<file path="src/verilog/bus_pkg.sv">
package bus_pkg;

  // data and address word of the memory bus.
  typedef logic [31:0] word_t;

  // one strobe bit per byte lane.
  typedef logic [3:0] strb_t;

  typedef logic [7:0] byte_t;

endpackage

</file>
<file path="src/verilog/soc_map_pkg.sv">
package soc_map_pkg;

  // the top bound of each peripheral window is exclusive.
  localparam logic [31:0] uart_base_addr = 32'h1000_0000;
  localparam logic [31:0] uart_top_addr = 32'h1000_0010;

  localparam logic [31:0] timer_base_addr = 32'h2000_0000;
  localparam logic [31:0] timer_top_addr = 32'h2000_0010;

  // uart register offsets inside its window.
  localparam logic [3:0] uart_txdata_ofs = 4'h0;
  localparam logic [3:0] uart_rxdata_ofs = 4'h4;
  localparam logic [3:0] uart_status_ofs = 4'h8;

  // each 64-bit timer register is split into two 32-bit halves.
  localparam logic [3:0] timer_mtime_lo_ofs = 4'h0;
  localparam logic [3:0] timer_mtime_hi_ofs = 4'h4;
  localparam logic [3:0] timer_cmp_lo_ofs = 4'h8;
  localparam logic [3:0] timer_cmp_hi_ofs = 4'hc;

endpackage

</file>
<file path="src/verilog/mem_if.sv">
`timescale 1ns/1ns

interface mem_if
  import bus_pkg::*;
();

  logic  valid;
  word_t addr;
  word_t wdata;
  strb_t wstrb;
  word_t rdata;
  logic  ready;

  modport master (output valid, addr, wdata, wstrb, input rdata, ready);

  modport slave (input valid, addr, wdata, wstrb, output rdata, ready);

endinterface

</file>
<file path="src/verilog/bus_decoder.sv">
`timescale 1ns/1ns

module bus_decoder
  import soc_map_pkg::*;
(
  input logic   clk,
  input logic   rst,
  mem_if.slave  host,
  mem_if.master ram,
  mem_if.master uart,
  mem_if.master timer
);

  logic sel_uart;
  logic sel_timer;

  assign sel_uart = (host.addr >= uart_base_addr) && (host.addr < uart_top_addr);
  assign sel_timer = (host.addr >= timer_base_addr) && (host.addr < timer_top_addr);

  // anything outside the peripheral windows lands in the RAM.
  always_comb begin
    ram.valid = host.valid && !sel_uart && !sel_timer;
    uart.valid = host.valid && sel_uart;
    timer.valid = host.valid && !sel_uart && sel_timer;
  end

  always_comb begin
    ram.addr = host.addr;
    ram.wdata = host.wdata;
    ram.wstrb = host.wstrb;
    uart.addr = host.addr;
    uart.wdata = host.wdata;
    uart.wstrb = host.wstrb;
    timer.addr = host.addr;
    timer.wdata = host.wdata;
    timer.wstrb = host.wstrb;
  end

  always_comb begin
    if (ram.ready) begin
      host.rdata = ram.rdata;
      host.ready = 1'b1;
    end else if (uart.ready) begin
      host.rdata = uart.rdata;
      host.ready = 1'b1;
    end else if (timer.ready) begin
      host.rdata = timer.rdata;
      host.ready = 1'b1;
    end else begin
      host.rdata = '0;
      host.ready = 1'b0;
    end
  end

  // only the addressed slave ever sees valid, so two answers at once mean a broken slave.
  assert property (@(posedge clk) disable iff (!rst)
    $onehot0({ram.ready, uart.ready, timer.ready}));

  assert property (@(posedge clk) disable iff (!rst) host.ready |-> host.valid);

endmodule

</file>
<file path="src/flat_wrapper.sv">
// flat-port wrapper written by rule: the top's interface ports become plain ports
module bus_decoder_flat import soc_map_pkg::*;
  (clk, rst, host_valid, host_addr, host_wdata, host_wstrb, host_rdata, host_ready, ram_valid, ram_addr, ram_wdata, ram_wstrb, ram_rdata, ram_ready, uart_valid, uart_addr, uart_wdata, uart_wstrb, uart_rdata, uart_ready, timer_valid, timer_addr, timer_wdata, timer_wstrb, timer_rdata, timer_ready);
  mem_if host_i ();
  mem_if ram_i ();
  mem_if uart_i ();
  mem_if timer_i ();
  input logic clk;
  input logic rst;
  input wire logic [$bits(host_i.valid)-1:0] host_valid;
  input wire logic [$bits(host_i.addr)-1:0] host_addr;
  input wire logic [$bits(host_i.wdata)-1:0] host_wdata;
  input wire logic [$bits(host_i.wstrb)-1:0] host_wstrb;
  output wire logic [$bits(host_i.rdata)-1:0] host_rdata;
  output wire logic [$bits(host_i.ready)-1:0] host_ready;
  output wire logic [$bits(ram_i.valid)-1:0] ram_valid;
  output wire logic [$bits(ram_i.addr)-1:0] ram_addr;
  output wire logic [$bits(ram_i.wdata)-1:0] ram_wdata;
  output wire logic [$bits(ram_i.wstrb)-1:0] ram_wstrb;
  input wire logic [$bits(ram_i.rdata)-1:0] ram_rdata;
  input wire logic [$bits(ram_i.ready)-1:0] ram_ready;
  output wire logic [$bits(uart_i.valid)-1:0] uart_valid;
  output wire logic [$bits(uart_i.addr)-1:0] uart_addr;
  output wire logic [$bits(uart_i.wdata)-1:0] uart_wdata;
  output wire logic [$bits(uart_i.wstrb)-1:0] uart_wstrb;
  input wire logic [$bits(uart_i.rdata)-1:0] uart_rdata;
  input wire logic [$bits(uart_i.ready)-1:0] uart_ready;
  output wire logic [$bits(timer_i.valid)-1:0] timer_valid;
  output wire logic [$bits(timer_i.addr)-1:0] timer_addr;
  output wire logic [$bits(timer_i.wdata)-1:0] timer_wdata;
  output wire logic [$bits(timer_i.wstrb)-1:0] timer_wstrb;
  input wire logic [$bits(timer_i.rdata)-1:0] timer_rdata;
  input wire logic [$bits(timer_i.ready)-1:0] timer_ready;
  assign host_i.valid = host_valid;
  assign host_i.addr = host_addr;
  assign host_i.wdata = host_wdata;
  assign host_i.wstrb = host_wstrb;
  assign host_rdata = host_i.rdata;
  assign host_ready = host_i.ready;
  assign ram_valid = ram_i.valid;
  assign ram_addr = ram_i.addr;
  assign ram_wdata = ram_i.wdata;
  assign ram_wstrb = ram_i.wstrb;
  assign ram_i.rdata = ram_rdata;
  assign ram_i.ready = ram_ready;
  assign uart_valid = uart_i.valid;
  assign uart_addr = uart_i.addr;
  assign uart_wdata = uart_i.wdata;
  assign uart_wstrb = uart_i.wstrb;
  assign uart_i.rdata = uart_rdata;
  assign uart_i.ready = uart_ready;
  assign timer_valid = timer_i.valid;
  assign timer_addr = timer_i.addr;
  assign timer_wdata = timer_i.wdata;
  assign timer_wstrb = timer_i.wstrb;
  assign timer_i.rdata = timer_rdata;
  assign timer_i.ready = timer_ready;
  bus_decoder u_core (.clk(clk), .rst(rst), .host(host_i), .ram(ram_i), .uart(uart_i), .timer(timer_i));
endmodule
</file>
<file path="config.mk">
export PLATFORM = sky130hd
export DESIGN_NAME = bus_decoder_flat
export DESIGN_NICKNAME = d
export VERILOG_FILES = /design/src/verilog/bus_pkg.sv /design/src/verilog/soc_map_pkg.sv /design/src/verilog/mem_if.sv /design/src/verilog/bus_decoder.sv /design/src/flat_wrapper.sv
export SDC_FILE = /design/constraint.sdc
export NUM_CORES = 1
export LEC_CHECK = 0
export BUFFER_PORTS_ARGS = -buffer_cell sky130_fd_sc_hd__clkbuf_2
export CAP_MARGIN = 20
export CORE_AREA = 5 5 158 160
export DETAILED_ROUTE_END_ITERATION = 8
export DIE_AREA = 0 0 163 165
export GPL_TIMING_DRIVEN = 0
export PLACE_DENSITY_LB_ADDON = 0.15
export SLEW_MARGIN = 20
export SYNTH_ARGS = -nofsm -noshare
export SYNTH_HDL_FRONTEND = slang
export SYNTH_SLANG_ARGS = --single-unit
</file>
<file path="constraint.sdc">
create_clock -name vclk -period 3.21
set_input_delay 0.321 -clock vclk [all_inputs]
set_output_delay 0.321 -clock vclk [all_outputs]
set_load 0.01 [all_outputs]
</file>
==> impl_results.md <==
* CP max stage delay at about 500 ps
* Pre-antenna DRT Iters at 4
* Cell Int Power at 0.348 mW
* Final TNS setup at 0 ps
* Setup CP Type: in2out
* Setup Fix Bufs, Post-CTS at 0
* Register area share after synthesis at 0%
* GRT overflow at 0
* Gate power share at 100.0%
* Share of post-route cells with drive strength above 1 at 82.4%
* Non-Filler Instances at a little over 1k
* # clk buffers at 0
* Leak pwr at roughly 2.7 nW
* Initial Util at under 10%
* Final setup vio count at 0
* Layout fillers at 2748
* Vias/cell at 3.11
* Post-CTS Hold Buffers at 0
* Synth Warn # at 0
* Unique cell type count in the Yosys netlist at 18
* FP Rows at 56
* Final design utilization at between 10% and 20%
* Mapped Cells at 332
* DRC at 0
* Post-cts sizing count at 0
* Crit-path leading delay family: simple AND/OR/NAND/NOR gates
* Max FO, Critical Path at 4
* Reg power frac at 0%
* First-iteration detailed-routing DRC count at between 50 and 60
* Clock group share of total power at 0%
* DRT antenna net count at 0
* Syn Nets at approximately 500
* Worst EP arrival at 1880 ps
* Hpwl dp at between 10 and 15 mm
* WHS at ~830 ps
* Vert. Die Dim at 165 um
* PortBufs at around 370
* Element type at the critical path end: output pin
* Area contributors post-synth: buf_4 69%, a22oi_1 10%, o21ai_0 6.1%, nand2_1 5.5%, nor4_1 2.0%
* Rel. slew slack at 62.6%
* Synth cell count leaders: 204 x buf_4, 33 x nand2_1, 31 x a22oi_1
* Placed cells at 1017
* Max VDD drop at 0.0487 mV
* Register area at 0 um2
* Fin crit period at around 2200 ps
* Metal3 WL at between 1.5 and 2 mm
* Fin. max-slew vios at 0
* Max cap viols at 0
* Most frequent cell after synthesis: buf_4
* Largest net degree at the start of global routing at 11
* Switching share of total power at ~44%
* Area leader, netlist: buf_4
* Vias in the first global route at 3159
* DIE AREA at roughly 27000 um2
* Met2 routed WL at a little under 7 mm
* Startpoint type of the worst setup path: input port
* Seq_cells at 0
* Final Hold Viols at 0
* Peak Freq at around 0.45 GHz
* Via Count at roughly 3.2k
* First-pass GRT wire length at approximately 17 mm
* CP cell instances: clkbuf_2 > nor4_1 > nand4_1 > nor4_1 > clkbuf_2
* Initial antenna violation count at 0
* WL final at ~13 mm
* Slowest CP cell: nor4_1
* Path type of the worst min-delay path: in2out
* Area grow syn2layout at 99.9%
* Syn_area_per_cell at 6.72 um2
* Status: completed
* Fin crit share at ~68%
* Highest routed layer: met4
* Antenna diodes at 0
* I/O pin total at between 400 and 500
* Synthesized area at roughly 2200 um2
* Die span in x at between 150 and 200 um
* Gpl congestion at 0.750
* Pwr Density at 140 nW/um2
* Worst-margin pin slew at between 500 and 600 ps
* Req. time, crit path at between 2000 and 3000 ps
* Fin nets at 870
* WL/cell at about 12 um
* Met1 WL at 3.81 mm
* Sw power at between 0.2 and 0.3 mW
* RSZ-0062 raised after global routing: no
* Buffer and inverter count on the worst path at 2
* Total GRT Usage at between 8 and 9%
* Core Area at 23300 um2
* Yosys top cell area share at 68.6%
-- final cells by class --
cell class / instances / area (um2) / share of cell area [%]
timing repair buffer: 366 / 1830 / 41.0
tap: 319 / 399 / 8.94
buffer: 218 / 1590 / 35.6
multi-input combinational: 114 / 643 / 14.4
-- worst paths after layout --
check                    startpoint            end  slack (ps)  cells past startpoint
worst max-delay path   host_addr[4]     uart_valid        1010                      5
worst min-delay path  host_wstrb[0]  uart_wstrb[0]         830                      2
-- per-layer routing --
layer | up-vias | global-route usage (%)
li1 | 1631 | -
met1 | 1294 | 7.35
met2 | 235 | 17.2
met3 | 4 | 3.27
met4 | 0 | 0.496
met5 | - | 0
-- power by group through the flow --
stage | combinational (mW) | clock (mW) | sequential, mW
global route | 0.684 | 0 | 0
finish | 0.625 | 0 | 0
detailed placement | 0.638 | 0 | 0
CTS | 0.640 | 0 | 0
global placement | 0.647 | 0 | 0
floorplan | 0.348 | 0 | 0
-- cells by family (layout without fill, tap and decap cells) --
logic type,count (synthesis),in the layout,synth area share (%)
buffers and inverters,218,584,71.2
AOI/OAI and AO/OA,65,65,18.3
and+or+nand+nor,48,48,10.1
xor gates and xnor gates,1,1,0.392
-- metrics by stage --
| step | area [um2] | setup slack, ps | power (mW) |
|---|---|---|---|
| after floorplan | 2230 | 1620 | 0.348 |
| after global placement | 4460 | 1010 | 0.647 |
| after detailed placement | 4460 | 879 | 0.638 |
| after CTS | 4460 | 879 | 0.640 |
| after global routing | 4460 | 804 | 0.684 |
| final | 4460 | 1010 | 0.625 |
-- layout by cell type (no fill, tap or decap) --
master / count
nand4_1: 1
o21ai_1: 5
or3_1: 1
buf_2: 4
nand3b_1: 2
clkbuf_2: 366
o41a_1: 1
nor4_1: 7
and3b_1: 1
xnor2_1: 1
nor2_1: 1
o21ai_0: 27
buf_4: 204
nand2_1: 33
or4_4: 1
a21oi_1: 1
nor2b_1: 1
a22oi_1: 31
clkbuf_1: 10
Power figures use the tool's default switching activity.
