===== config.mk =====
export PLATFORM = sky130hd
export DESIGN_NAME = uart_periph_flat
export DESIGN_NICKNAME = d
export VERILOG_FILES = /design/src/verilog/bus_pkg.sv /design/src/verilog/soc_map_pkg.sv /design/src/verilog/mem_if.sv /design/src/verilog/uart_tx.sv /design/src/verilog/uart_rx.sv /design/src/verilog/uart_periph.sv /design/src/flat_wrapper.sv
export SDC_FILE = /design/constraint.sdc
export NUM_CORES = 1
export LEC_CHECK = 0
export BUFFER_PORTS_ARGS = -buffer_cell sky130_fd_sc_hd__buf_2
export CORE_UTILIZATION = 40
export CTS_CLUSTER_DIAMETER = 80
export CTS_CLUSTER_SIZE = 25
export DETAILED_ROUTE_END_ITERATION = 6
export GPL_TIMING_DRIVEN = 0
export PLACE_DENSITY = 0.79
export RECOVER_POWER = 25
export SLEW_MARGIN = 10
export SYNTH_ARGS = -nofsm -noshare
export SYNTH_HDL_FRONTEND = slang
export SYNTH_SLANG_ARGS = --single-unit

===== constraint.sdc =====
create_clock -name clk -period 2.61 [get_ports clk]
set_input_delay 0.261 -clock clk [delete_from_list [all_inputs] [get_ports clk]]
set_output_delay 0.261 -clock clk [all_outputs]
set_load 0.03 [all_outputs]

===== src/verilog/bus_pkg.sv =====
package bus_pkg;

  // data and address word of the memory bus.
  typedef logic [31:0] word_t;

  // one strobe bit per byte lane.
  typedef logic [3:0] strb_t;

  typedef logic [7:0] byte_t;

endpackage


===== src/verilog/soc_map_pkg.sv =====
package soc_map_pkg;

  // the top bound of each peripheral window is exclusive.
  localparam logic [31:0] uart_base_addr = 32'h1000_0000;
  localparam logic [31:0] uart_top_addr = 32'h1000_0010;

  localparam logic [31:0] timer_base_addr = 32'h2000_0000;
  localparam logic [31:0] timer_top_addr = 32'h2000_0010;

  // uart register offsets inside its window.
  localparam logic [3:0] uart_txdata_ofs = 4'h0;
  localparam logic [3:0] uart_rxdata_ofs = 4'h4;
  localparam logic [3:0] uart_status_ofs = 4'h8;

  // each 64-bit timer register is split into two 32-bit halves.
  localparam logic [3:0] timer_mtime_lo_ofs = 4'h0;
  localparam logic [3:0] timer_mtime_hi_ofs = 4'h4;
  localparam logic [3:0] timer_cmp_lo_ofs = 4'h8;
  localparam logic [3:0] timer_cmp_hi_ofs = 4'hc;

endpackage


===== src/verilog/mem_if.sv =====
`timescale 1ns/1ns

interface mem_if
  import bus_pkg::*;
();

  logic  valid;
  word_t addr;
  word_t wdata;
  strb_t wstrb;
  word_t rdata;
  logic  ready;

  modport master (output valid, addr, wdata, wstrb, input rdata, ready);

  modport slave (input valid, addr, wdata, wstrb, output rdata, ready);

endinterface


===== src/verilog/uart_tx.sv =====
`timescale 1ns/1ns

module uart_tx
  import bus_pkg::*;
#(
  parameter int CLKS_PER_BIT = 8
) (
  input  logic  clk,
  input  logic  rst,
  input  logic  start,
  input  byte_t data,
  output logic  busy,
  output logic  tx
);

  localparam int cnt_w = $clog2(CLKS_PER_BIT + 1);

  logic [cnt_w-1:0] clk_cnt;
  logic [3:0]       bit_cnt;
  logic [8:0]       shreg;

  // bit 0 of the frame is the start bit, driven straight away; bit 9 is the stop bit.
  always_ff @(posedge clk) begin
    if (!rst) begin
      busy <= 1'b0;
      tx <= 1'b1;
      clk_cnt <= '0;
      bit_cnt <= '0;
    end else if (!busy) begin
      if (start) begin
        busy <= 1'b1;
        tx <= 1'b0;
        clk_cnt <= '0;
        bit_cnt <= '0;
      end
    end else if (clk_cnt == cnt_w'(CLKS_PER_BIT - 1)) begin
      clk_cnt <= '0;
      if (bit_cnt == 4'd9) begin
        busy <= 1'b0;
      end else begin
        tx <= shreg[0];
        bit_cnt <= bit_cnt + 1'b1;
      end
    end else begin
      clk_cnt <= clk_cnt + 1'b1;
    end
  end

  always_ff @(posedge clk) begin
    if (!busy && start) begin
      shreg <= {1'b1, data};
    end else if (busy && clk_cnt == cnt_w'(CLKS_PER_BIT - 1)) begin
      shreg <= {1'b1, shreg[8:1]};
    end
  end

  // the register block must hold a new byte back until the frame is done.
  assert property (@(posedge clk) disable iff (!rst) start |-> !busy);

endmodule


===== src/verilog/uart_rx.sv =====
`timescale 1ns/1ns

module uart_rx
  import bus_pkg::*;
#(
  parameter int CLKS_PER_BIT = 8
) (
  input  logic  clk,
  input  logic  rst,
  input  logic  rx,
  output byte_t data,
  output logic  done
);

  localparam int cnt_w = $clog2(CLKS_PER_BIT + 1);
  localparam int half_bit = (CLKS_PER_BIT / 2 > 0) ? CLKS_PER_BIT / 2 : 1;

  typedef enum logic [1:0] {st_idle, st_start, st_data, st_stop} state_t;

  state_t           state;
  logic [cnt_w-1:0] clk_cnt;
  logic [2:0]       bit_idx;
  logic             rx_meta;
  logic             rx_sync;
  logic             rx_prev;
  byte_t            shreg;

  assign data = shreg;

  always_ff @(posedge clk) begin
    if (!rst) begin
      state <= st_idle;
      clk_cnt <= '0;
      bit_idx <= '0;
      done <= 1'b0;
      rx_meta <= 1'b1;
      rx_sync <= 1'b1;
      rx_prev <= 1'b1;
    end else begin
      rx_meta <= rx;
      rx_sync <= rx_meta;
      rx_prev <= rx_sync;
      done <= 1'b0;
      case (state)
        st_idle: begin
          if (rx_prev && !rx_sync) begin
            state <= st_start;
            clk_cnt <= '0;
          end
        end
        // half a bit in, the line must still be low or the edge was a glitch.
        st_start: begin
          if (clk_cnt == cnt_w'(half_bit - 1)) begin
            clk_cnt <= '0;
            bit_idx <= '0;
            state <= rx_sync ? st_idle : st_data;
          end else begin
            clk_cnt <= clk_cnt + 1'b1;
          end
        end
        st_data: begin
          if (clk_cnt == cnt_w'(CLKS_PER_BIT - 1)) begin
            clk_cnt <= '0;
            bit_idx <= bit_idx + 1'b1;
            if (bit_idx == 3'd7) begin
              state <= st_stop;
            end
          end else begin
            clk_cnt <= clk_cnt + 1'b1;
          end
        end
        default: begin
          if (clk_cnt == cnt_w'(CLKS_PER_BIT - 1)) begin
            clk_cnt <= '0;
            state <= st_idle;
            done <= rx_sync;
          end else begin
            clk_cnt <= clk_cnt + 1'b1;
          end
        end
      endcase
    end
  end

  // data bits arrive LSB first and shift in from the top.
  always_ff @(posedge clk) begin
    if (state == st_data && clk_cnt == cnt_w'(CLKS_PER_BIT - 1)) begin
      shreg <= {rx_sync, shreg[7:1]};
    end
  end

endmodule


===== src/verilog/uart_periph.sv =====
`timescale 1ns/1ns

module uart_periph
  import bus_pkg::*;
  import soc_map_pkg::*;
#(
  parameter int CLKS_PER_BIT = 8
) (
  input  logic clk,
  input  logic rst,
  mem_if.slave bus,
  input  logic rx,
  output logic tx
);

  logic       accept;
  logic       is_wr;
  logic [3:0] ofs;
  logic       tx_wr;
  logic       tx_start;
  logic       tx_busy;
  logic       stall;
  logic       rx_rd;
  logic       rx_done;
  byte_t      rx_data;
  byte_t      rx_hold;
  logic       rx_full;
  word_t      rd_next;

  assign accept = bus.valid && !bus.ready;
  assign is_wr = |bus.wstrb;
  assign ofs = bus.addr[3:0];
  assign tx_wr = accept && is_wr && (ofs == uart_txdata_ofs);
  assign tx_start = tx_wr && !tx_busy;
  // a TX write waits here until the current frame has left.
  assign stall = tx_wr && tx_busy;
  assign rx_rd = accept && !is_wr && (ofs == uart_rxdata_ofs);

  always_ff @(posedge clk) begin
    if (!rst) begin
      bus.ready <= 1'b0;
      rx_full <= 1'b0;
    end else begin
      bus.ready <= accept && !stall;
      if (rx_rd) begin
        rx_full <= 1'b0;
      end
      // a byte that finds the holding register full is lost.
      if (rx_done && !rx_full) begin
        rx_full <= 1'b1;
      end
    end
  end

  always_ff @(posedge clk) begin
    if (rx_done && !rx_full) begin
      rx_hold <= rx_data;
    end
    if (accept) begin
      bus.rdata <= rd_next;
    end
  end

  always_comb begin
    case (ofs)
      uart_rxdata_ofs: rd_next = rx_full ? {23'b0, 1'b1, rx_hold} : '0;
      uart_status_ofs: rd_next = {30'b0, rx_full, tx_busy};
      default:         rd_next = '0;
    endcase
  end

  uart_tx #(.CLKS_PER_BIT(CLKS_PER_BIT)) uart_tx_inst (
    .clk   (clk),
    .rst   (rst),
    .start (tx_start),
    .data  (bus.wdata[7:0]),
    .busy  (tx_busy),
    .tx    (tx)
  );

  uart_rx #(.CLKS_PER_BIT(CLKS_PER_BIT)) uart_rx_inst (
    .clk  (clk),
    .rst  (rst),
    .rx   (rx),
    .data (rx_data),
    .done (rx_done)
  );

endmodule


===== src/flat_wrapper.sv =====
// flat-port wrapper written by rule: the top's interface ports become plain ports
module uart_periph_flat import bus_pkg::*; import soc_map_pkg::*;
#(
  parameter int CLKS_PER_BIT = 8
)
  (clk, rst, rx, tx, bus_valid, bus_addr, bus_wdata, bus_wstrb, bus_rdata, bus_ready);
  mem_if bus_i ();
  input  logic clk;
  input  logic rst;
  input  logic rx;
  output logic tx;
  input wire logic [$bits(bus_i.valid)-1:0] bus_valid;
  input wire logic [$bits(bus_i.addr)-1:0] bus_addr;
  input wire logic [$bits(bus_i.wdata)-1:0] bus_wdata;
  input wire logic [$bits(bus_i.wstrb)-1:0] bus_wstrb;
  output wire logic [$bits(bus_i.rdata)-1:0] bus_rdata;
  output wire logic [$bits(bus_i.ready)-1:0] bus_ready;
  assign bus_i.valid = bus_valid;
  assign bus_i.addr = bus_addr;
  assign bus_i.wdata = bus_wdata;
  assign bus_i.wstrb = bus_wstrb;
  assign bus_rdata = bus_i.rdata;
  assign bus_ready = bus_i.ready;
  uart_periph #(.CLKS_PER_BIT(CLKS_PER_BIT)) u_core (.clk(clk), .rst(rst), .bus(bus_i), .rx(rx), .tx(tx));
endmodule

==> results by group <==
Outcome
  – Run status: completed

Synth
  – Number of cells produced by synthesis: 223
  – Synth Register Bits: a little under 60
  – Share of the yosys chip area belonging to registers: 0.561
  – Leading cell types by count after synthesis: sky130_fd_sc_hd__edfxtp_1, sky130_fd_sc_hd__dfxtp_1, sky130_fd_sc_hd__buf_4
  – Yosys warning total: 0
  – Proportion of netlist area held by the largest area contributor: 0.373
  – Syn avg cell area: about 12 um2
  – FFs w/ async S/R, synth: 0
  – Unique cell type count in the Yosys netlist: 49
  – Combined area of all synthesized cells: 0.00266 mm2
  – Number of enable flip-flop cells after synthesis: 33
  – Yosys top cell by area: sky130_fd_sc_hd__edfxtp_1
  – Top cells by area, synth: sky130_fd_sc_hd__edfxtp_1, sky130_fd_sc_hd__dfxtp_1, sky130_fd_sc_hd__buf_4, sky130_fd_sc_hd__ha_1, sky130_fd_sc_hd__mux2_4
  – Most frequent cell after synthesis: sky130_fd_sc_hd__edfxtp_1
  – Post-synth top flop: sky130_fd_sc_hd__edfxtp_1

Global routing
  – First-pass GRT wire length: 7450 um
  – Initial antenna violation count: 0
  – Maximum number of pins on one net before global-route repair: 13
  – Number of global-route vias before repair: 1622
  – Overall global routing resource usage: 0.137
  – Total congestion overflow: 0

Final layout
  – Share of final-layout standard cells stronger than drive strength 1: 0.289
  – NumNets Final: 367
  – Cell area after layout: 0.00318 mm2
  – Area growth from synthesis to layout: 19.8%
  – Number of diodes: 0

CTS
  – Maximum buffer depth of the clock tree: 2
  – Clock Sink Count: 58
  – TritonCTS clock tree: done
  – Number of buffers created by CTS: 9
  – Clock-pin slew reported for the worst setup and hold paths after clock tree synthesis: ~0.060 ns
  – Number of buffers inserted by hold repair at cts: 0
  – Root Buffer: sky130_fd_sc_hd__clkbuf_8
  – Number of H-tree branching levels: 3
  – Clock insertion delay at the later pin of the skew report: 0.33 ns

Critical path
  – Reg-to-reg critical path startpoint: u_core.bus.ready$_SDFF_PN0_
  – Cell type group with the largest total delay on the critical path: simple AND/OR/NAND/NOR gates
  – Critical Path Start: u_core.bus.ready$_SDFF_PN0_
  – Arrival time at the worst endpoint: between 2 and 2.5 ns
  – Critical Path End Type: flop
  – Ordered cell list for the critical path: nor2b_2, and3_2, nor2_1, a21oi_1
  – CP Buf/Inv Count: 0
  – Worst reg-to-reg path cell count: 4
  – Required time at the worst-slack endpoint: 2.57 ns
  – Endpoint of the worst register-to-register path: u_core.uart_tx_inst.shreg[7]$_SDFFCE_PP1P_
  – Worst Setup EP: u_core.uart_tx_inst.shreg[7]$_SDFFCE_PP1P_
  – Path type of the worst setup path: reg -> reg
  – Total stage count of the critical path: 4
  – Crit path largest cell delay: 0.67 ns
  – Slack of the worst reg-to-reg path: 0.36 ns
  – Type of element launching the critical path: flop
  – Slowest CP cell: sky130_fd_sc_hd__a21oi_1
  – Maximum net fanout on the critical path: 12

STA
  – Slew at the pin closest to its max-slew limit: around 0.83 ns
  – RSZ-0062 raised after global routing: false
  – Final setup violation count: 0
  – Fmax: between 0.4 and 0.5 GHz
  – Post-Route Hold Slack: 0.109 ns
  – Number of failing hold endpoints at the final stage: 0
  – Final period util: 0.864
  – Smallest setup slack after layout: 0.355 ns
  – Sum Neg Setup Slack: 0 ns
  – Relative slew margins: 0.446
  – Fin. max-slew vios: 0
  – Final critical path time including I/O delays and setup: 2.25 ns
  – Clock tree skew after final layout: 0.00728 ns

Placed design
  – Pre-CTS setup slack: -0.0370 ns
  – Area post-placement: about 0.003 mm2
  – Final HPWL from detailed placement: 3090 um
  – Global placement routability congestion: 0.897
  – Port buffer count: 30

Floorplanning
  – Die footprint: approximately 0.007 mm2
  – Number of rows in the core area: 29
  – Starting density of the core: 0.416
  – Number of primary I/O pins: 106
  – DIE WIDTH: 83.5 um
  – Die Height: 83.5 um
  – Core area: about 0.0064 mm2

Route
  – Total wire length: 4440 um
  – Avg Vias per Cell: 4.78
  – # DRC: 0
  – Number of search-and-repair iterations in the first detailed-routing pass: 4
  – Wire length per cell: 12.1 um
  – Number of vias in the routed layout: about 1800
  – 1st-iter DRT viols: 123
  – Number of nets with antenna violations after detailed routing: 0

Pwr
  – Worst vdd rail ir drop: 299 uV
  – Total power consumption of the routed design: 2.05 mW
  – Power per cell area: around 640 mW/mm2
  – Standby leakage power: 1.28 nW

Min path
  – Class of the worst hold path: in -> reg

Run
  – Max-capacitance violation count: 0
[cells by family after synthesis]
logic type / Yosys count / synth area share
xor gates and xnor gates: 2 / 0.00659
and+or+nand+nor: 75 / 0.170
buffers and inverters: 36 / 0.0903
DFF: 58 / 0.561
other: 1 / 0.00141
AOI/OAI and AO/OA: 32 / 0.0814
adders and majority gates: 9 / 0.0424
muxes: 10 / 0.0466
[through the flow]
step                       util  instances
final                     0.499        368
after global routing      0.499        368
after CTS                 0.499        368
after detailed placement  0.468        352
after global placement    0.468        352
after floorplan               -        245
[sequential cells by signal, summed over array words and instances (netlist names), 3 cells and up]
signal and cells:
u_core.uart_tx_inst.bit_cnt 4, u_core.rx_hold 8, u_core.uart_rx_inst.clk_cnt 4, u_core.bus.rdata 9
u_core.uart_tx_inst.clk_cnt 4, u_core.uart_rx_inst.data 8, u_core.uart_rx_inst.bit_idx 3, u_core.uart_tx_inst.shreg 8
[worst min-delay path by stage]
stage	start	endpoint	slack, ns	depth (start not counted)
floorplan	rst	u_core.uart_rx_inst.rx_prev$_SDFF_PN1_	0.36	1
global placement	u_core.uart_rx_inst.rx_meta$_SDFF_PN1_	u_core.uart_rx_inst.rx_sync$_SDFF_PN1_	0.39	1
detailed placement	u_core.uart_rx_inst.rx_meta$_SDFF_PN1_	u_core.uart_rx_inst.rx_sync$_SDFF_PN1_	0.40	1
CTS	rx	u_core.uart_rx_inst.rx_meta$_SDFF_PN1_	0.1	2
global route	rx	u_core.uart_rx_inst.rx_meta$_SDFF_PN1_	0.12	2
finish	rx	u_core.uart_rx_inst.rx_meta$_SDFF_PN1_	0.11	2
[routing by layer]
metal	routed length, um	track usage
met5	0	0
met4	56	0.0647
met3	270	0.0465
met2	2090	0.215
met1	2030	0.171
[worst register-to-register path: stages (launching register included)]
cell and delay [ns]:
sky130_fd_sc_hd__dfxtp_1 0.33, sky130_fd_sc_hd__nor2b_2 0.47, sky130_fd_sc_hd__and3_2 0.31, sky130_fd_sc_hd__nor2_1 0.11, sky130_fd_sc_hd__a21oi_1 0.67
[area by class of cell]
class                           instances  area [um2]
Multi-Input combinational cell        151        1020
Inverter                                6        22.5
Buffer                                 30         218
Clock buffer                            9         124
Clock inverter                          7        70.1
Sequential cell                        58        1490
Fill cell                             578        3200
Timing Repair Buffer                   30         145
Tap cell                               77        96.3
[report_power, final]
group	internal, mW	switching (mW)
clock	0.436	0.363
sequential	0.983	0.0141
combinational	0.0979	0.159
[cells in the final DEF, fill, tap and decap left out, types with 5 or more instances in the layout]
cell type / n
sky130_fd_sc_hd__edfxtp_1: 33
sky130_fd_sc_hd__buf_2: 26
sky130_fd_sc_hd__dfxtp_1: 25
sky130_fd_sc_hd__buf_4: 24
sky130_fd_sc_hd__conb_1: 23
sky130_fd_sc_hd__nand2_1: 11
sky130_fd_sc_hd__ha_1: 9
sky130_fd_sc_hd__clkbuf_8: 9
sky130_fd_sc_hd__nor2_1: 8
sky130_fd_sc_hd__clkbuf_1: 8
sky130_fd_sc_hd__a21oi_1: 7
sky130_fd_sc_hd__nand2b_1: 7
sky130_fd_sc_hd__and3_1: 6
sky130_fd_sc_hd__and2_1: 6
sky130_fd_sc_hd__nand3b_1: 6
sky130_fd_sc_hd__nand3_1: 6
sky130_fd_sc_hd__o21ai_0: 6
sky130_fd_sc_hd__inv_1: 5
[timing repair]
item                       CTS  global route
gates resized for setup      1             0
buffers inserted             0             0
setup endpoints to repair    4             0
No activity file was read; power rests on OpenSTA's default activity.
