===== src/verilog/bus_pkg.sv =====
package bus_pkg;

  // data and address word of the memory bus.
  typedef logic [31:0] word_t;

  // one strobe bit per byte lane.
  typedef logic [3:0] strb_t;

  typedef logic [7:0] byte_t;

endpackage


===== src/verilog/soc_map_pkg.sv =====
package soc_map_pkg;

  // the top bound of each peripheral window is exclusive.
  localparam logic [31:0] uart_base_addr = 32'h1000_0000;
  localparam logic [31:0] uart_top_addr = 32'h1000_0010;

  localparam logic [31:0] timer_base_addr = 32'h2000_0000;
  localparam logic [31:0] timer_top_addr = 32'h2000_0010;

  // uart register offsets inside its window.
  localparam logic [3:0] uart_txdata_ofs = 4'h0;
  localparam logic [3:0] uart_rxdata_ofs = 4'h4;
  localparam logic [3:0] uart_status_ofs = 4'h8;

  // each 64-bit timer register is split into two 32-bit halves.
  localparam logic [3:0] timer_mtime_lo_ofs = 4'h0;
  localparam logic [3:0] timer_mtime_hi_ofs = 4'h4;
  localparam logic [3:0] timer_cmp_lo_ofs = 4'h8;
  localparam logic [3:0] timer_cmp_hi_ofs = 4'hc;

endpackage


===== src/verilog/mem_if.sv =====
`timescale 1ns/1ns

interface mem_if
  import bus_pkg::*;
();

  logic  valid;
  word_t addr;
  word_t wdata;
  strb_t wstrb;
  word_t rdata;
  logic  ready;

  modport master (output valid, addr, wdata, wstrb, input rdata, ready);

  modport slave (input valid, addr, wdata, wstrb, output rdata, ready);

endinterface


===== src/verilog/timer_unit.sv =====
`timescale 1ns/1ns

module timer_unit
  import soc_map_pkg::*;
#(
  parameter int RTC_DIV = 3
) (
  input  logic clk,
  input  logic rst,
  mem_if.slave bus,
  output logic irpt
);

  localparam int cnt_w = $clog2(RTC_DIV + 1);

  logic [cnt_w-1:0] rtc_cnt;
  logic             rtc;
  logic             rtc_q;
  logic             rtc_rise;
  logic [63:0]      mtime;
  logic [63:0]      mtimecmp;
  logic             accept;
  logic             wr;
  logic [3:0]       ofs;
  logic [31:0]      rd_next;

  assign accept = bus.valid && !bus.ready;
  assign wr = accept && (|bus.wstrb);
  assign ofs = bus.addr[3:0];
  assign rtc_rise = rtc && !rtc_q;

  // rtc toggles every RTC_DIV clocks.
  always_ff @(posedge clk) begin
    if (!rst) begin
      rtc_cnt <= '0;
      rtc <= 1'b0;
      rtc_q <= 1'b0;
    end else begin
      rtc_q <= rtc;
      if (rtc_cnt == cnt_w'(RTC_DIV - 1)) begin
        rtc_cnt <= '0;
        rtc <= !rtc;
      end else begin
        rtc_cnt <= rtc_cnt + 1'b1;
      end
    end
  end

  // a bus write to mtime wins over the tick in the same cycle.
  always_ff @(posedge clk) begin
    if (!rst) begin
      mtime <= '0;
      mtimecmp <= '1;
      irpt <= 1'b0;
      bus.ready <= 1'b0;
    end else begin
      bus.ready <= accept;
      irpt <= (mtime >= mtimecmp);
      if (wr && ofs == timer_mtime_lo_ofs) begin
        mtime[31:0] <= bus.wdata;
      end else if (wr && ofs == timer_mtime_hi_ofs) begin
        mtime[63:32] <= bus.wdata;
      end else if (rtc_rise) begin
        mtime <= mtime + 64'd1;
      end
      if (wr && ofs == timer_cmp_lo_ofs) begin
        mtimecmp[31:0] <= bus.wdata;
      end
      if (wr && ofs == timer_cmp_hi_ofs) begin
        mtimecmp[63:32] <= bus.wdata;
      end
    end
  end

  always_comb begin
    case (ofs)
      timer_mtime_lo_ofs: rd_next = mtime[31:0];
      timer_mtime_hi_ofs: rd_next = mtime[63:32];
      timer_cmp_lo_ofs:   rd_next = mtimecmp[31:0];
      timer_cmp_hi_ofs:   rd_next = mtimecmp[63:32];
      default:            rd_next = '0;
    endcase
  end

  always_ff @(posedge clk) begin
    if (accept) begin
      bus.rdata <= rd_next;
    end
  end

endmodule


===== src/flat_wrapper.sv =====
// flat-port wrapper written by rule: the top's interface ports become plain ports
module timer_unit_flat import soc_map_pkg::*;
#(
  parameter int RTC_DIV = 3
)
  (clk, rst, irpt, bus_valid, bus_addr, bus_wdata, bus_wstrb, bus_rdata, bus_ready);
  mem_if bus_i ();
  input  logic clk;
  input  logic rst;
  output logic irpt;
  input wire logic [$bits(bus_i.valid)-1:0] bus_valid;
  input wire logic [$bits(bus_i.addr)-1:0] bus_addr;
  input wire logic [$bits(bus_i.wdata)-1:0] bus_wdata;
  input wire logic [$bits(bus_i.wstrb)-1:0] bus_wstrb;
  output wire logic [$bits(bus_i.rdata)-1:0] bus_rdata;
  output wire logic [$bits(bus_i.ready)-1:0] bus_ready;
  assign bus_i.valid = bus_valid;
  assign bus_i.addr = bus_addr;
  assign bus_i.wdata = bus_wdata;
  assign bus_i.wstrb = bus_wstrb;
  assign bus_rdata = bus_i.rdata;
  assign bus_ready = bus_i.ready;
  timer_unit #(.RTC_DIV(RTC_DIV)) u_core (.clk(clk), .rst(rst), .bus(bus_i), .irpt(irpt));
endmodule

===== config.mk =====
export PLATFORM = sky130hd
export DESIGN_NAME = timer_unit_flat
export DESIGN_NICKNAME = d
export VERILOG_FILES = /design/src/verilog/bus_pkg.sv /design/src/verilog/soc_map_pkg.sv /design/src/verilog/mem_if.sv /design/src/verilog/timer_unit.sv /design/src/flat_wrapper.sv
export SDC_FILE = /design/constraint.sdc
export NUM_CORES = 1
export LEC_CHECK = 0
export ABC_AREA = 1
export BUFFER_PORTS_ARGS = -buffer_cell sky130_fd_sc_hd__buf_2
export CAP_MARGIN = 5
export CORE_UTILIZATION = 54
export DETAILED_ROUTE_END_ITERATION = 6
export PLACE_DENSITY = 0.83
export SYNTH_ARGS = -nofsm -noshare
export SYNTH_HDL_FRONTEND = slang
export SYNTH_SLANG_ARGS = --single-unit

===== constraint.sdc =====
create_clock -name clk -period 1.9 [get_ports clk]
set_input_delay 0.095 -clock clk [delete_from_list [all_inputs] [get_ports clk]]
set_output_delay 0.095 -clock clk [all_outputs]
set_load 0.01 [all_outputs]

==> results of run 1 <==
-- cells by family after synthesis --
| group | count (synthesis) |
|---|---|
| and+or+nand+nor | 713 |
| DFF | 166 |
| buffers and inverters | 248 |
| xor gates and xnor gates | 16 |
| adders and majority gates | 66 |
| AOI/OAI and AO/OA | 332 |
-- cells in the final DEF, fill, tap and decap left out, types with 16 or more instances in the layout --
master and instances:
dfxtp_2 36, dfxtp_1 96, a221o_1 16, dlygate4sd3_1 33
buf_4 129, nand2_1 430, o21ai_1 25, o211ai_1 67
nor2_2 31, o2111ai_1 16, nor2_1 107, nand3_1 60
o21ai_0 61, a21oi_1 108, clkbuf_16 17, o22ai_1 16
edfxtp_1 32, inv_1 174, nand4_1 20, ha_1 65
buf_2 76
-- through the flow --
stage | std cells | hold WS (ns) | utilization (%) | total power (W)
after floorplan | 1541 | 0.208 | - | 0.00457
after global routing | 2014 | 0.175 | 70.0 | 0.00869
final | 2014 | 0.139 | 70.0 | 0.00849
after global placement | 1945 | 0.323 | 63.7 | 0.00502
after detailed placement | 1945 | 0.338 | 63.7 | 0.00506
after CTS | 2012 | 0.217 | 68.6 | 0.00841
-- synthesized netlist by cell type --
cell / instances
a211oi_1: 1
a21boi_0: 1
a21o_1: 1
a21oi_1: 112
a221o_1: 16
a31oi_1: 12
and2_1: 8
buf_1: 6
buf_2: 22
buf_6: 1
clkbuf_1: 33
clkinv_1: 3
dfxtp_1: 134
edfxtp_1: 32
ha_1: 66
inv_1: 175
inv_2: 7
inv_4: 1
nand2_1: 440
nand2_2: 3
nand3_1: 62
nand3_2: 1
nand3_4: 1
nand3b_1: 3
nand4_1: 20
nor2_1: 138
nor2_2: 9
nor2_4: 5
nor2_8: 1
nor3_1: 17
nor3_2: 2
nor3b_1: 1
nor4_1: 2
o2111ai_1: 16
o211ai_1: 67
o21a_1: 1
o21ai_0: 78
o21ai_1: 9
o21ai_4: 2
o22ai_1: 16
xnor2_1: 5
xor2_1: 11
-- power by group --
group          leakage, nW  total [W]  internal (W)  switching [W]
Clock                0.265    0.00337       0.00172        0.00165
Combinational         4.33    0.00126      0.000480       0.000776
Sequential            1.42    0.00387       0.00375       0.000121
Total                 6.02    0.00849       0.00595        0.00255
-- worst paths after layout --
check,from,end,slack [ns],depth (start not counted)
setup / recovery,u_core.mtime[8]$_SDFFE_PN0P_,u_core.mtime[47]$_SDFFE_PN0P_,0.04,9
hold / removal,bus_addr[2],u_core.mtimecmp[7]$_SDFFE_PN1P_,0.14,4
setup reg to reg,u_core.mtime[8]$_SDFFE_PN0P_,u_core.mtime[47]$_SDFFE_PN0P_,0.04,9
hold reg to reg,u_core.rtc_cnt[0]$_SDFF_PP0_,u_core.rtc_cnt[0]$_SDFF_PP0_,0.42,1
-- what timing repair did --
action,in CTS,in global routing
endpoints found under the hold margin,68,0
gates resized for setup,15,99
hold buffers,33,0
buffers inserted,2,2
pin swaps,2,5
endpoints found under the setup margin,14,54
-- routing by layer --
layer | vias to the layer above | global-route usage, % | share of wire [%]
met5 | - | 0 | 0
met4 | 0 | 13.8 | 3.0
met3 | 101 | 9.79 | 12
met2 | 749 | 63.7 | 44
met1 | 5568 | 55.8 | 41
li1 | 5562 | - | -
-- sequential cells by signal, indices dropped and copies added, names as in the netlist --
register and count:
u_core.rtc 1, u_core.bus.ready 1, u_core.rtc_cnt 2, u_core.mtimecmp 64
u_core.irpt 1, u_core.mtime 64, u_core.rtc_q 1, u_core.bus.rdata 32
-- worst max-delay path, cell delays in order, from the launching register on --
cell,delay [ns]
dfxtp_2,0.38
nand2_1,0.14
nor2_4,0.18
inv_1,0.12
nor3b_4,0.32
nand3_1,0.14
nand2_1,0.22
nand2_1,0.09
o21ai_1,0.13
nor2_1,0.05
-- cell type report --
| class | count | area (µm²) | share of cell area, % |
|---|---|---|---|
| clock buffers | 19 | 433 | 3.26 |
| clock inverters | 13 | 115 | 0.867 |
| inverters | 186 | 707 | 5.33 |
| multi-input cells | 1127 | 6240 | 47.0 |
| flip-flops and latches | 166 | 3700 | 27.8 |
| well taps | 260 | 325 | 2.45 |
| repair buffers | 243 | 1760 | 13.3 |
==> impl_metrics.env, run 1 <==
export IMPL_postSynthRegisterBits=166
export IMPL_critPathKind="reg2reg"
export IMPL_first_pass_grt_wire_length_mm=62.0
export IMPL_timing_final_hold_violations=0
export IMPL_layout_min_cycle_time_ns=1.86
export IMPL_critical_path_startpoint_type="flip-flop"
export IMPL_synth_compound_area_share_pct=19.2
export IMPL_timing_final_crit_share_pct=98.0
export IMPL_p_leak_nw=6.02
export IMPL_die_x_um=142
export IMPL_synth_simple_gate_area_share_pct=28.1
export IMPL_hold_class="in2reg"
export IMPL_max_clock_path_buffers=2
export IMPL_clock_fmax_mhz=537
export IMPL_synth_net_count=1678
export IMPL_first_iter_violations=1472
export IMPL_main_combinational_cell_family_by_area_after_synthesis="simple AND/OR/NAND/NOR gates"
export IMPL_outcome="completed"
export IMPL_cp_end_kind="flip-flop"
export IMPL_finalInstanceArea_um2=13300
export IMPL_post_synth_cell_area_avg_um2=6.88
export IMPL_detailed_place_area_um2=12100
export IMPL_dp_worst_setup_slack_ns=-0.330
export IMPL_worstPathRequired_ns=2.25
export IMPL_dpl_hpwl_mm=30.8
export IMPL_placementRows=50
export IMPL_die_height_um=142
export IMPL_wire_per_inst_um=20.4
export IMPL_antenna_found_initial=0
export IMPL_post_synth_mux_area_share_pct=0
export IMPL_routed_wirelength_mm=41.0
export IMPL_number_of_distinct_standard_cells_referenced_by_the_synthesized_netlist=42
export IMPL_ys_warn_count=0
export IMPL_area_growth_pct=25.3
export IMPL_synthCells=1541
export IMPL_setup_viol=0
export IMPL_tns_ns=0
export IMPL_n_fill_cell=1646
export IMPL_drive_gt1_share_pct=21.0
export IMPL_antenna_cells=0
export IMPL_yosysSeqAreaShare_pct=34.4
export IMPL_yosysTopAreaCellShare_pct=25.3
export IMPL_max_slew_worst_pin_slew_ns=0.609
export IMPL_clock_h_tree_levels=4
export IMPL_global_route_usage_total_pct=41.1
export IMPL_initial_core_util_pct=55.9
export IMPL_core_region_area_um2=19000
export IMPL_worst_ir_drop_vdd_mv=0.543
export IMPL_worst_skew_pair_late_latency_ns=0.45
export IMPL_finalNetCount=1878
export IMPL_grt_ovfl_total=0
export IMPL_input_output_buffers=76
export IMPL_synth_area_leaders="dfxtp_1 25%, nand2_1 16%, edfxtp_1 9.1%"
export IMPL_fin_ws_ns=0.0375
export IMPL_antenna_violating_nets_post_route=0
export IMPL_viasPerCell=5.95
export IMPL_timing_max_slew_rel_slack_pct=59.4
export IMPL_unrepaired_setup_endpoints_after_global_routing="yes"
export IMPL_routability_congestion_estimate=1.02
export IMPL_die_area_um2=20200
export IMPL_max_cap_violations=0
export IMPL_first_global_vias=11200
export IMPL_post_synth_instance_area_um2=10600
export IMPL_cts_made_buffers=17
export IMPL_tritoncts="built"
export IMPL_synth_largest_area_cell="dfxtp_1"
export IMPL_clk_transition_reported_paths_ns=0.08
export IMPL_share_of_synthesized_cell_area_in_full_adder_half_adder_and_majority_cells_pct=7.79
export IMPL_grt_max_degree=56
export IMPL_tritoncts_num_sinks=166
export IMPL_arrival_ns=2.21
export IMPL_drv_slew=0
export IMPL_power_density_cell_area_nw_per_um2=640
export IMPL_yosys_area_share_xor_xnor_pct=1.32
export IMPL_detail_route_drc_violations=0
export IMPL_route_vias_total=12000
export IMPL_critPathMaxFanout=4
export IMPL_top_level_ports=105
export IMPL_dr_pass1_iters=6
export IMPL_clock_tree_root_cell="clkbuf_16"
export IMPL_fin_worst_skew_ns=0.0210
(Power assumes the default switching activity.)
==> inputs of run 2 (changes only) <==
- ABC_AREA: 1 -> unset
- GPL_TIMING_DRIVEN: unset -> 0
==> run 2 against run 1 <==
Against the previous run:
- critical path type unchanged
- highest routed layer unchanged
- non-clock buffer count rose by 47
- setup slack got worse by 0.65 ns
- the run now ends with design-rule violations, negative setup slack left
- largest cell class unchanged
- hold slack got worse by 0.12 ns
==> impl_metrics.env, run 2 <==
export IMPL_main_combinational_cell_family_by_area_after_synthesis="simple AND/OR/NAND/NOR gates"
export IMPL_drv_slew=0
export IMPL_fin_ws_ns=-0.609
export IMPL_synth_compound_area_share_pct=20.2
export IMPL_clock_fmax_mhz=399
export IMPL_core_region_area_um2=17200
export IMPL_post_place_cells=1408
export IMPL_area_growth_pct=43.7
export IMPL_power_density_cell_area_nw_per_um2=659
export IMPL_yosysSeqAreaShare_pct=38.4
export IMPL_finalInstanceArea_um2=13600
export IMPL_routability_congestion_estimate=1.03
export IMPL_input_output_buffers=75
export IMPL_final_cell_mix="128 x nand2_1, 82 x dfxtp_1, 81 x buf_4, 78 x buf_2, 71 x o211ai_1"
export IMPL_worst_r2r_startpoint="u_core.mtime[53]$_SDFFE_PN0P_"
export IMPL_worst_skew_pair_late_latency_ns=0.45
export IMPL_first_global_vias=10900
export IMPL_viasPerCell=7.08
export IMPL_max_cap_violations=0
export IMPL_tritoncts_num_sinks=166
export IMPL_finalNetCount=1488
export IMPL_route_vias_total=11300
export IMPL_synth_net_count=1244
export IMPL_synth_area_leaders="dfxtp_1 28%, edfxtp_1 10%, ha_1 8.7%"
export IMPL_placementRows=48
export IMPL_fin_worst_skew_ns=0.0121
export IMPL_synth_edf_count=32
export IMPL_setup_worst_path_start="u_core.mtime[53]$_SDFFE_PN0P_"
export IMPL_initial_core_util_pct=55.1
export IMPL_failed_checks="design-rule violations, negative setup slack"
export IMPL_max_slew_worst_pin_slew_ns=1.25
export IMPL_share_of_synthesized_cell_area_in_full_adder_half_adder_and_majority_cells_pct=8.70
export IMPL_number_of_distinct_standard_cells_referenced_by_the_synthesized_netlist=54
export IMPL_routed_wirelength_mm=44.0
export IMPL_final_instance_count_excl_fillers=1590
export IMPL_timing_final_hold_violations=0
export IMPL_synthArstFlopShare_pct=0
export IMPL_first_pass_grt_wire_length_mm=63.8
export IMPL_post_synth_mux_area_share_pct=3.59
export IMPL_timing_final_crit_share_pct=132
export IMPL_grt_max_degree=33
export IMPL_grt_ovfl_total=0
export IMPL_die_height_um=135
export IMPL_die_area_um2=18100
export IMPL_global_route_usage_total_pct=47.8
export IMPL_unrepaired_setup_endpoints_after_global_routing="yes"
export IMPL_postSynth_topFlopCell="dfxtp_1"
export IMPL_clk_transition_reported_paths_ns=0.07
export IMPL_min_delay_start="bus_wdata[19]"
export IMPL_synth_simple_gate_area_share_pct=20.5
export IMPL_crit_path_cell_trace="ha_1 > a21oi_1 > o21ai_0 > a221oi_1 > o221ai_1 > a22oi_1 > o21ai_1"
export IMPL_critical_path_slowest_cell="a221oi_1"
export IMPL_max_clock_path_buffers=2
export IMPL_detail_route_drc_violations=30
export IMPL_layout_min_cycle_time_ns=2.51
export IMPL_p_leak_nw=5.85
export IMPL_cp_end_kind="flip-flop"
export IMPL_setup_viol=54
export IMPL_hold_class="in2reg"
export IMPL_cts_made_buffers=17
export IMPL_critPathKind="reg2reg"
export IMPL_detailed_place_area_um2=10300
export IMPL_top_level_ports=105
export IMPL_critPathMaxFanout=7
export IMPL_antenna_found_initial=1
export IMPL_drive_gt1_share_pct=34.3
export IMPL_clock_h_tree_levels=4
export IMPL_tritoncts="built"
export IMPL_critical_path_max_stage_delay_ns=0.50
export IMPL_timing_max_slew_rel_slack_pct=17.0
export IMPL_post_synth_cell_area_avg_um2=8.57
export IMPL_outcome="finished, violations left"
export IMPL_dr_pass1_iters=7
export IMPL_utilization_pct=79.1
export IMPL_post_synth_instance_area_um2=9490
export IMPL_yosys_area_share_xor_xnor_pct=3.05
export IMPL_dp_worst_setup_slack_ns=-0.955
export IMPL_synthCells=1107
export IMPL_wire_per_inst_um=27.7
export IMPL_critical_path_startpoint_type="flip-flop"
export IMPL_clock_tree_root_cell="clkbuf_16"
export IMPL_antenna_violating_nets_post_route=0
export IMPL_arrival_ns=2.82
export IMPL_worst_ir_drop_vdd_mv=0.657
export IMPL_ys_warn_count=0
export IMPL_first_iter_violations=1842
export IMPL_die_x_um=135
export IMPL_yosys_top_cells_count="134 x dfxtp_1, 134 x nand2_1, 72 x inv_1, 71 x o211ai_1, 66 x ha_1"
export IMPL_layout_cells_most_common="nand2_1"
export IMPL_yosysTopAreaCellShare_pct=28.3
export IMPL_biggestRegsByFlops="u_core.mtime (64), u_core.mtimecmp (64), u_core.bus.rdata (32)"
export IMPL_worstPathRequired_ns=2.21
export IMPL_synth_largest_area_cell="dfxtp_1"
export IMPL_dpl_hpwl_mm=26.2
export IMPL_postSynthRegisterBits=166
==> run 2: cell types whose count changed after synthesis, moves of 17 or more <==
cell	delta
a22oi_1	+37
a211oi_1	+30
nand2_1	-306
mux2i_1	+34
and4_1	+17
a21oi_1	-70
nand3_1	-20
o21ai_0	-25
and3_1	+22
inv_1	-103
buf_2	-22
nor2_1	-76
clkbuf_1	+27
==> run 2: what timing repair did <==
action / CTS / global route
pin swaps: 74 / 40
setup buffers: 80 / 39
endpoints found under the hold margin: 91 / 0
hold buffers: 31 / 0
gates resized for setup: 332 / 87
setup endpoints to repair: 129 / 159
gates cloned: 10 / 1
==> run 2: worst max-delay path: cells and delay by family, from the launching register on <==
kind / cells / cell delay [ns]
AO/OA/AOI/OAI: 6 / 1.57
flip-flops: 1 / 0.48
adder cells (fa/ha/maj): 1 / 0.31
==> run 2: path summary, 6_finish.rpt <==
path              depth (start not counted)                               end  slack, ns
setup / recovery                          7            u_core.irpt$_SDFF_PN0_      -0.61
hold / removal                            3  u_core.mtimecmp[51]$_SDFFE_PN1P_       0.02
hold reg to reg                           1      u_core.rtc_cnt[0]$_SDFF_PP0_       0.41
setup reg to reg                          7            u_core.irpt$_SDFF_PN0_      -0.61
==> run 2: area by class of cell <==
class | count | area (µm²)
Clock inverter | 15 | 200
Buffer | 60 | 532
Fill cell | 1047 | 3600
Clock buffer | 17 | 425
Tap cell | 225 | 282
Timing Repair Buffer | 230 | 1870
Antenna cell | 1 | 2.50
Inverter | 72 | 270
Sequential cell | 166 | 3790
Multi-Input combinational cell | 804 | 6270
==> run 2: cell families (layout without fill, tap and decap cells) <==
logic type | after synthesis | count (layout)
compound gates | 284 | 284
xor+xnor | 33 | 33
fa+ha+maj | 66 | 66
buf+inv | 137 | 394
flops | 166 | 166
mux | 34 | 34
other cells | 0 | 1
simple gates | 387 | 387
==> run 2: where the power goes <==
group          internal (W)  switching (W)
Combinational      0.000578       0.000799
Clock               0.00221        0.00160
Sequential          0.00369       0.000108
==> run 2: metrics by stage <==
stage               hold WS (ns)  setup TNS [ns]  power [W]
floorplan                  0.231           -1.70    0.00432
global placement           0.380          -90.22    0.00470
detailed placement         0.387          -81.85    0.00472
CTS                      0.00950          -10.27    0.00882
global route              0.0430          -13.92    0.00913
finish                    0.0234          -10.78    0.00899
==> run 2: metal layers <==
| metal | GRT usage [%] | share of wire (%) |
|---|---|---|
| met5 | 0 | 0 |
| met4 | 33.6 | 8.5 |
| met3 | 17.1 | 15 |
| met2 | 71.4 | 42 |
| met1 | 57.2 | 34 |
